### src/spi_lcd_defs.svh
`ifndef SPI_LCD_DEFS_SVH
`define SPI_LCD_DEFS_SVH

// serial clock polarity and phase.
// mode 0 is cpol 0 with cpha 0, which most panel controllers accept.
`define SPI_CPOL 1'b0  // idle level of sclk.
`define SPI_CPHA 1'b0  // 0 samples on the first edge, 1 on the second.

// system clocks per half period of sclk.
// at 27 MHz a value of 4 gives roughly 3.4 MHz on the wire.
`define SPI_CLK_DIV 4

// queue depths between the pipeline stages.
`define ENTRY_FIFO_DEPTH 4  // host entries waiting for the serializer.
`define BYTE_FIFO_DEPTH 4  // flagged bytes waiting for the spi master.

// the byte fifo only has to cover the gap between two spi bytes.
// the entry fifo is what absorbs host bursts.
// a deeper entry fifo lets a host push a short pixel run
// without watching in_ready on every write.

`endif

### src/lcd_entry_pkg.sv
`default_nettype none

package lcd_entry_pkg;

    // host side view of one display entry.
    // the kind decides both the dc flag and the byte count on the wire.

    typedef enum logic [1:0] {
        KIND_CMD    = 2'd0,  // command byte with dc low.
        KIND_DATA8  = 2'd1,  // single parameter or data byte.
        KIND_DATA16 = 2'd2   // rgb565 pixel word sent high byte first.
    } entry_kind_t;

    // code 2'd3 is never produced by the host.
    // the serializer treats it like a data byte.

    typedef struct packed {
        entry_kind_t kind;     // selects one or two bytes.
        logic [15:0] payload;  // cmd and data8 use bits 7:0 only.
    } lcd_entry_t;

    // a cmd entry with payload 8'h2c starts a memory write on most
    // panel controllers, and a run of data16 entries follows it.

endpackage

`default_nettype wire

### src/spi_bus_pkg.sv
`default_nettype none

package spi_bus_pkg;

    // one byte on its way to the wire.
    // dc travels with the byte so it can never slip against the data.

    typedef struct packed {
        logic       dc;    // 0 for a command, 1 for data.
        logic [7:0] data;  // shifted out msb first.
    } spi_byte_t;

    // pins toward the panel.
    // there is no miso since the panel is never read back.

    typedef struct packed {
        logic cs_n;  // low for the whole byte stream.
        logic sclk;  // rests at the cpol level.
        logic mosi;  // serial data out.
        logic dc;    // data/command select.
    } spi_pins_t;

    // the panel latches dc together with the last data bit.
    // holding dc for the whole byte keeps that sample safe.

endpackage

`default_nettype wire

### src/stream_fifo.sv
`timescale 1ns/1ps
`default_nettype none

module stream_fifo #(
    parameter type payload_t = logic [7:0],
    parameter int  DEPTH     = 4
) (
    input  wire           clk,
    input  wire           rst_n,
    input  wire payload_t in_data,
    input  wire           in_valid,
    output logic          in_ready,
    output payload_t      out_data,
    output logic          out_valid,
    input  wire           out_ready
);

    localparam int PTR_W = (DEPTH > 1) ? $clog2(DEPTH) : 1;
    localparam int CNT_W = $clog2(DEPTH + 1);

    payload_t         mem [DEPTH];
    logic [PTR_W-1:0] wr_ptr;
    logic [PTR_W-1:0] rd_ptr;
    logic [CNT_W-1:0] count;
    logic             wr_en;
    logic             rd_en;

    // circular increment that also works for depths that are not a power of two.
    function automatic logic [PTR_W-1:0] next_ptr(input logic [PTR_W-1:0] ptr);
        if (ptr == PTR_W'(DEPTH - 1)) begin
            return '0;
        end
        return ptr + 1'b1;
    endfunction

    assign in_ready  = (count != CNT_W'(DEPTH));  // low only when full.
    assign out_valid = (count != '0);
    assign out_data  = mem[rd_ptr];              // head word straight from storage.
    assign wr_en     = in_valid && in_ready;
    assign rd_en     = out_valid && out_ready;

    always_ff @(posedge clk) begin
        if (wr_en) begin
            mem[wr_ptr] <= in_data;
        end
    end

    always_ff @(posedge clk or negedge rst_n) begin
        if (!rst_n) begin
            wr_ptr <= '0;
            rd_ptr <= '0;
            count  <= '0;
        end else begin
            if (wr_en) begin
                wr_ptr <= next_ptr(wr_ptr);
            end
            if (rd_en) begin
                rd_ptr <= next_ptr(rd_ptr);
            end
            case ({wr_en, rd_en})
                2'b10:   count <= count + 1'b1;
                2'b01:   count <= count - 1'b1;
                default: count <= count;  // both or neither leaves the fill level alone.
            endcase
        end
    end

endmodule

`default_nettype wire

### src/entry_serializer.sv
`timescale 1ns/1ps
`default_nettype none

module entry_serializer (
    input  wire                             clk,
    input  wire                             rst_n,
    input  wire lcd_entry_pkg::lcd_entry_t  in_entry,
    input  wire                             in_valid,
    output logic                            in_ready,
    output spi_bus_pkg::spi_byte_t          out_byte,
    output logic                            out_valid,
    input  wire                             out_ready
);

    lcd_entry_pkg::lcd_entry_t entry_q;  // entry being split into bytes.
    logic busy;            // an entry is held and not fully sent.
    logic second_pending;  // current byte is the high half of a pixel word.
    logic take_entry;
    logic byte_done;
    logic is_cmd;
    logic is_word;

    assign take_entry = in_valid && in_ready;
    assign byte_done  = out_valid && out_ready;

    assign is_cmd  = (entry_q.kind == lcd_entry_pkg::KIND_CMD);
    assign is_word = (in_entry.kind == lcd_entry_pkg::KIND_DATA16);

    // a new entry is only taken once the last byte of the old one has left.
    assign in_ready  = !busy;
    assign out_valid = busy;

    // high byte first for pixel words, otherwise the low byte alone.
    always_comb begin
        out_byte.dc = !is_cmd;
        if (second_pending) begin
            out_byte.data = entry_q.payload[15:8];
        end else begin
            out_byte.data = entry_q.payload[7:0];
        end
    end

    always_ff @(posedge clk) begin
        if (take_entry) begin
            entry_q <= in_entry;
        end
    end

    always_ff @(posedge clk or negedge rst_n) begin
        if (!rst_n) begin
            busy           <= 1'b0;
            second_pending <= 1'b0;
        end else if (take_entry) begin
            busy           <= 1'b1;
            second_pending <= is_word;  // a pixel word needs two bytes.
        end else if (byte_done) begin
            if (second_pending) begin
                second_pending <= 1'b0;  // low byte goes out next.
            end else begin
                busy <= 1'b0;
            end
        end
    end

    // out_byte stays stable while busy because entry_q only loads when idle
    // and second_pending only moves on a completed transfer.

endmodule

`default_nettype wire

### src/spi_master.sv
`timescale 1ns/1ps
`default_nettype none

`include "spi_lcd_defs.svh"

module spi_master (
    input  wire                         clk,
    input  wire                         rst_n,
    input  wire spi_bus_pkg::spi_byte_t in_byte,
    input  wire                         in_valid,
    output logic                        in_ready,
    output spi_bus_pkg::spi_pins_t      pins
);

    localparam bit CPOL  = `SPI_CPOL;
    localparam bit CPHA  = `SPI_CPHA;
    localparam int DIV   = `SPI_CLK_DIV;
    localparam int DIV_W = (DIV > 1) ? $clog2(DIV) : 1;

    typedef enum logic [3:0] {
        ST_IDLE = 4'b0001,  // cs_n high and nothing queued.
        ST_SEND = 4'b0010,  // sixteen sclk edges of one byte.
        ST_DONE = 4'b0100,  // trailing half period after the last edge.
        ST_WAIT = 4'b1000   // next byte loaded, finishing the half period.
    } state_t;

    state_t           state;
    state_t           state_nxt;
    logic [DIV_W-1:0] div_cnt;
    logic             tick;       // one pulse per sclk half period.
    logic [3:0]       bit_cnt;    // counts sclk edges within a byte.
    logic [7:0]       shift_reg;
    logic             dc_reg;
    logic             sclk_reg;
    logic             accept;
    logic             shift_edge;
    logic             last_edge;

    assign accept    = in_valid && in_ready;
    assign tick      = (state != ST_IDLE) && (div_cnt == DIV_W'(DIV - 1));
    assign last_edge = (bit_cnt == 4'd15);

    // bit_cnt holds the index of the edge about to happen.
    // cpha 0 samples on even edges and shifts on odd ones.
    // cpha 1 shows the msb at the first edge and shifts on the later even edges.
    assign shift_edge = CPHA ? (!bit_cnt[0] && (bit_cnt != 4'd0)) : bit_cnt[0];

    // ready only while idle or in the trailing half period.
    assign in_ready = (state == ST_IDLE) || (state == ST_DONE);

    always_comb begin
        state_nxt = state;
        case (state)
            ST_IDLE: begin
                if (in_valid) begin
                    state_nxt = ST_SEND;  // cs_n falls together with the load.
                end
            end
            ST_SEND: begin
                if (tick && last_edge) begin
                    state_nxt = ST_DONE;
                end
            end
            ST_DONE: begin
                if (in_valid) begin
                    state_nxt = tick ? ST_SEND : ST_WAIT;  // back-to-back keeps cs_n low.
                end else if (tick) begin
                    state_nxt = ST_IDLE;
                end
            end
            ST_WAIT: begin
                if (tick) begin
                    state_nxt = ST_SEND;
                end
            end
            default: state_nxt = ST_IDLE;
        endcase
    end

    always_ff @(posedge clk or negedge rst_n) begin
        if (!rst_n) begin
            state   <= ST_IDLE;
            div_cnt <= '0;
        end else begin
            state <= state_nxt;
            if ((state == ST_IDLE) || tick) begin
                div_cnt <= '0;
            end else begin
                div_cnt <= div_cnt + 1'b1;
            end
        end
    end

    // sixteen toggles bring sclk back to cpol, and bit_cnt wraps to zero with them.
    always_ff @(posedge clk or negedge rst_n) begin
        if (!rst_n) begin
            bit_cnt  <= '0;
            sclk_reg <= CPOL;
        end else if ((state == ST_SEND) && tick) begin
            bit_cnt  <= bit_cnt + 4'd1;
            sclk_reg <= ~sclk_reg;
        end
    end

    always_ff @(posedge clk or negedge rst_n) begin
        if (!rst_n) begin
            shift_reg <= '0;
            dc_reg    <= 1'b0;
        end else if (accept) begin
            shift_reg <= in_byte.data;
            dc_reg    <= in_byte.dc;  // held until the next byte is taken.
        end else if ((state == ST_SEND) && tick && shift_edge) begin
            shift_reg <= {shift_reg[6:0], 1'b0};  // msb first.
        end
    end

    assign pins.cs_n = (state == ST_IDLE);
    assign pins.sclk = sclk_reg;
    assign pins.mosi = shift_reg[7];
    assign pins.dc   = dc_reg;

endmodule

`default_nettype wire

### src/lcd_spi_top.sv
`timescale 1ns/1ps
`default_nettype none

`include "spi_lcd_defs.svh"

module lcd_spi_top (
    input  wire                            clk,
    input  wire                            rst_n,
    input  wire lcd_entry_pkg::lcd_entry_t in_entry,
    input  wire                            in_valid,
    output logic                           in_ready,
    output spi_bus_pkg::spi_pins_t         pins
);

    lcd_entry_pkg::lcd_entry_t fifo_entry;
    logic                      fifo_entry_valid;
    logic                      fifo_entry_ready;
    spi_bus_pkg::spi_byte_t    ser_byte;
    logic                      ser_valid;
    logic                      ser_ready;
    spi_bus_pkg::spi_byte_t    fifo_byte;
    logic                      fifo_byte_valid;
    logic                      fifo_byte_ready;

    stream_fifo #(
        .payload_t (lcd_entry_pkg::lcd_entry_t),
        .DEPTH     (`ENTRY_FIFO_DEPTH)
    ) u_entry_fifo (
        .clk       (clk),
        .rst_n     (rst_n),
        .in_data   (in_entry),
        .in_valid  (in_valid),
        .in_ready  (in_ready),  // host sees back-pressure here.
        .out_data  (fifo_entry),
        .out_valid (fifo_entry_valid),
        .out_ready (fifo_entry_ready)
    );

    entry_serializer u_serializer (
        .clk       (clk),
        .rst_n     (rst_n),
        .in_entry  (fifo_entry),
        .in_valid  (fifo_entry_valid),
        .in_ready  (fifo_entry_ready),
        .out_byte  (ser_byte),
        .out_valid (ser_valid),
        .out_ready (ser_ready)
    );

    stream_fifo #(
        .payload_t (spi_bus_pkg::spi_byte_t),
        .DEPTH     (`BYTE_FIFO_DEPTH)
    ) u_byte_fifo (
        .clk       (clk),
        .rst_n     (rst_n),
        .in_data   (ser_byte),
        .in_valid  (ser_valid),
        .in_ready  (ser_ready),
        .out_data  (fifo_byte),
        .out_valid (fifo_byte_valid),
        .out_ready (fifo_byte_ready)
    );

    spi_master u_spi_master (
        .clk      (clk),
        .rst_n    (rst_n),
        .in_byte  (fifo_byte),
        .in_valid (fifo_byte_valid),
        .in_ready (fifo_byte_ready),
        .pins     (pins)
    );

endmodule

`default_nettype wire

### config.mk
export PLATFORM = sky130hd
export DESIGN_NAME = lcd_spi_top
export DESIGN_NICKNAME = d
export VERILOG_FILES = /design/src/lcd_entry_pkg.sv /design/src/spi_bus_pkg.sv /design/src/stream_fifo.sv /design/src/entry_serializer.sv /design/src/spi_master.sv /design/src/lcd_spi_top.sv
export VERILOG_INCLUDE_DIRS = /design/src
export SDC_FILE = /design/constraint.sdc
export NUM_CORES = 1
export LEC_CHECK = 0
export BUFFER_PORTS_ARGS = -buffer_cell sky130_fd_sc_hd__buf_2
export CAP_MARGIN = 15
export CORE_ASPECT_RATIO = 0.75
export CORE_UTILIZATION = 35
export DETAILED_ROUTE_END_ITERATION = 7
export PLACE_DENSITY = 0.53
export RECOVER_POWER = 25
export SLEW_MARGIN = 25
export SYNTH_ARGS = -nofsm -noshare
export SYNTH_HDL_FRONTEND = slang
export SYNTH_SLANG_ARGS = --single-unit
### constraint.sdc
create_clock -name clk -period 2.6 [get_ports clk]
set_input_delay 0.39 -clock clk [delete_from_list [all_inputs] [get_ports clk]]
set_output_delay 0.39 -clock clk [all_outputs]
set_load 0.1 [all_outputs]
==> flow_results.org <==
** Outcome
- Outcome :: finished with violations
- Violations in the final reports :: capacitance limit, slew limit

** Critical path
- STA puts the critical path data arrival time at 1.81 ns.
- Of all nets on the critical path, the largest fanout is 9.
- Type of element launching the critical path :: register
- Category of the critical setup timing path :: register to output port
- Required time at the endpoint of the critical path :: 2.21 ns
- The worst setup path is captured at an output port.

** Route
- Routed via count :: 3008
- After detailed routing, the average wire length per cell comes to 16.1 microns.
- The routed design has 10400 microns of wire.
- Number of nets still failing antenna checks after routing :: 0
- In the routed design, unresolved DRC markers number 0.
- Detailed Route Iter0 Violations :: 177
- Average vias per placed instance :: 4.68
- Number of optimization iterations in the first detailed-route pass :: 4

** STA
- The worst path uses 84.5% of the clock period.
- For the final routed database, the setup TNS stands at 0 ns.
- Tightest slew margin relative to the limit :: -36.1%
- The worst path needs 2.20 ns of the cycle, external delays included.
- Final setup violation count :: 0
- Final Max Slew Viols :: 37
- Slew @ Worst Pin :: 2.04 ns
- Setup repair after global routing left no endpoint under its margin.
- Timing would allow up to 455 MHz.
- Worst Clk Skew :: 0.0124 ns
- Hold slack :: 0.215 ns
- Final Hold Viols :: 0

** Logic synthesis
- The synthesized design contains 162 register bits.
- After synthesis, the most frequently instantiated cells are 126 x sky130_fd_sc_hd__edfxtp_1, 35 x sky130_fd_sc_hd__dfrtp_1, 24 x sky130_fd_sc_hd__mux4_2.
- Number of nets in the synthesized netlist :: 389
- In the post-synthesis netlist, the cell with the most instances is sky130_fd_sc_hd__edfxtp_1.
- Of the synthesized area, sequential elements account for 71.6%.
- Ys flop type :: sky130_fd_sc_hd__edfxtp_1
- Synth Instances :: 352
- Cell type with the largest total area after synthesis :: sky130_fd_sc_hd__edfxtp_1
- Share of synthesized flip-flops with an asynchronous set or reset :: 22.2%
- Mean instance size in the synthesized netlist :: 18.6 sq um
- Ranking of synthesized cells by area :: sky130_fd_sc_hd__edfxtp_1 58%, sky130_fd_sc_hd__dfrtp_1 13%, sky130_fd_sc_hd__mux4_2 8.3%
- The synthesized netlist occupies a cell area of 0.00655 sq mm.
- Of the post-synthesis cell area, the dominant cell type holds 57.8%.
- Counting flops with a built-in enable in the synthesized netlist gives 126.
- Synth warn :: 0
- The synthesized netlist contains 46 unique library cells.

** Clock tree
- After clock tree synthesis, the clock-pin slew on the worst setup and hold paths is 0.07 ns.
- CTS H-tree lvls :: 4
- Resized cells post-CTS :: 0
- Clock insertion delay at the later pin of the skew report :: 0.42 ns
- CTS root buffer :: sky130_fd_sc_hd__clkbuf_16
- After clock tree synthesis, the setup repair step added 0 buffers.
- Buffers inserted to repair hold after CTS numbered 0.
- TritonCTS built the clock tree.
- Clock buffer depth :: 2
- The clock drives 162 sinks.
- In this run, CTS created clock tree buffers numbering 17.

** Die
- Placeable core area :: 0.0180 sq mm
- Area of the die :: 0.0193 sq mm
- The floorplan has 42 rows.
- Starting Density :: 36.4%
- The floorplan step set the die height to 120 microns.
- Top-level port count :: 26
- Horizontal extent of the die :: 160 microns

** Place
- Placer Congestion :: 0.666
- Count of input and output buffers :: 25
- After legalization and detailed placement, the total HPWL measured 6660 microns.
- Area after detailed placement :: 0.00695 sq mm
- Once placement completed, the tool counted placed cells totaling 610.

** Cells and area
- Registers with the most flip-flops :: u_entry_fifo.mem: 72 flops, u_byte_fifo.mem: 36 flops, u_serializer.entry_q: 18 flops
- NumNets Final :: 424
- Relative to the synthesized area, the layout overhead comes to 14.8%.
- The register with the most flip-flops in the layout has 72 of them.
- Share of post-route cells with drive strength above 1 :: 25.3%
- Ranked by flip-flop count, first place goes to u_entry_fifo.mem.
- Fill cell total of the finished layout :: 1618
- Number of cells in the finished layout apart from fillers :: 643
- With fillers left out, the area of the finished cells amounts to 0.00752 sq mm.

** Global routing
- Initial antenna violation count :: 1
- In the global route stage, overall resource usage came out at 11.7%.
- Entering global routing, the biggest net connects 37 pins.
- The via count of the first global-routing pass came to 3142.
- The first global-routing pass estimated 16800 microns of wire.
- Overall overflow remaining after global route :: 0

** Power and ir drop
- Ratio of total power to cell area :: 1100 mW/mm^2
- Net switching power figure :: 2440 uW
- Portion of total power attributed to sequential cells :: 48.8%
- Share of total power consumed by net switching :: 29.4%
- IR analysis of the VDD net gives a maximum drop of 0.463 mV.
- Combinational cells account for 22.1% of the total power.
- Cell leakage power :: 0.00262 uW
- The clock network is responsible for 29.1% of the overall power.
- Internal power comes to 5870 uW.

** Min path
- Min-Delay Path Class :: primary input to register

** Flow run
- Max Cap Viol :: 1
## worst max-delay path, cell delays in order, from the launching register on
cell and delay [ns]:
sky130_fd_sc_hd__dfstp_2 0.65, sky130_fd_sc_hd__nor4b_4 0.27, sky130_fd_sc_hd__buf_2 0.48
## area by class of cell
type	instances	area [sq um]	area share, %
flip-flops and latches	162	4690	62.3
multi-input cells	159	1720	22.9
diodes	1	2.50	0.0333
inverters	13	48.8	0.649
well taps	242	303	4.03
repair buffers	34	169	2.25
clock buffers	17	425	5.66
clock inverters	15	161	2.15
## routing by layer
layer  GRT usage (%)  routed length [microns]  up-vias
met1            15.9                     5260     1529
met5               0                        0        -
met3            2.98                      330       12
met4            5.36                      116        0
met2            17.9                     4650       38
li1                -                        -     1429
## per-stage QoR
| step | utilization (%) | setup WS (ns) | total power, uW |
|---|---|---|---|
| floorplan | - | 0.0153 | 5400 |
| global placement | 38.7 | 0.538 | 5930 |
| detailed placement | 38.7 | 0.462 | 6010 |
| CTS | 42.0 | 0.356 | 8460 |
| global route | 41.8 | 0.290 | 8770 |
| finish | 41.8 | 0.402 | 8300 |
## power groups by stage
stage | Sequential, uW | Combinational, uW | Clock (uW)
5_1_grt | 4130 | 2050 | 2590
6_report | 4050 | 1830 | 2420
2_1_floorplan | 3970 | 1430 | 0
3_5_place_dp | 4120 | 1890 | 0
4_1_cts | 4070 | 1900 | 2490
3_3_place_gp | 4090 | 1840 | 0
## cell families (layout without fill, tap and decap cells)
| logic type | count (synthesis) | count (layout) | synth area share [%] |
|---|---|---|---|
| AO/OA/AOI/OAI | 23 | 23 | 2.50 |
| flip-flops | 162 | 162 | 71.6 |
| adder cells (fa/ha/maj) | 16 | 16 | 3.29 |
| buffers and inverters | 31 | 79 | 2.54 |
| XOR/XNOR | 11 | 11 | 1.47 |
| multiplexers | 52 | 52 | 13.6 |
| AND/OR/NAND/NOR | 57 | 57 | 5.03 |
| other | 0 | 1 | 0 |
## layout by cell type, fill, tap and decap left out, types with 5 or more instances in the layout
cell,n
sky130_fd_sc_hd__xnor2_1,7
sky130_fd_sc_hd__dfrtp_1,35
sky130_fd_sc_hd__clkbuf_16,17
sky130_fd_sc_hd__ha_1,14
sky130_fd_sc_hd__mux2_2,14
sky130_fd_sc_hd__o21ai_2,7
sky130_fd_sc_hd__buf_2,6
sky130_fd_sc_hd__nor2_1,11
sky130_fd_sc_hd__nand2_1,15
sky130_fd_sc_hd__clkbuf_1,19
sky130_fd_sc_hd__mux4_2,24
sky130_fd_sc_hd__inv_6,5
sky130_fd_sc_hd__and3_1,5
sky130_fd_sc_hd__inv_8,5
sky130_fd_sc_hd__a21oi_1,5
sky130_fd_sc_hd__edfxtp_1,126
sky130_fd_sc_hd__buf_4,9
sky130_fd_sc_hd__mux2i_1,8
sky130_fd_sc_hd__inv_1,13
sky130_fd_sc_hd__and2_1,5
## path summary, 6_finish.rpt
check                           cells after the start                        end               startpoint  slack (ns)
worst min-delay path                                1     u_entry_fifo.mem[1][0]              in_entry[0]        0.21
worst max-delay path                                2                    pins[3]    u_spi_master.state[0]        0.40
worst min register to register                      1    u_spi_master.div_cnt[0]  u_spi_master.div_cnt[0]        0.44
min in group asynchronous                           1  u_spi_master.shift_reg[4]                    rst_n        0.56
max in group asynchronous                           1     u_entry_fifo.rd_ptr[1]                    rst_n        0.88
worst max register to register                      8       u_byte_fifo.count[2]    u_spi_master.state[2]        0.46
Note: power is estimated with default switching activity, not from simulation.
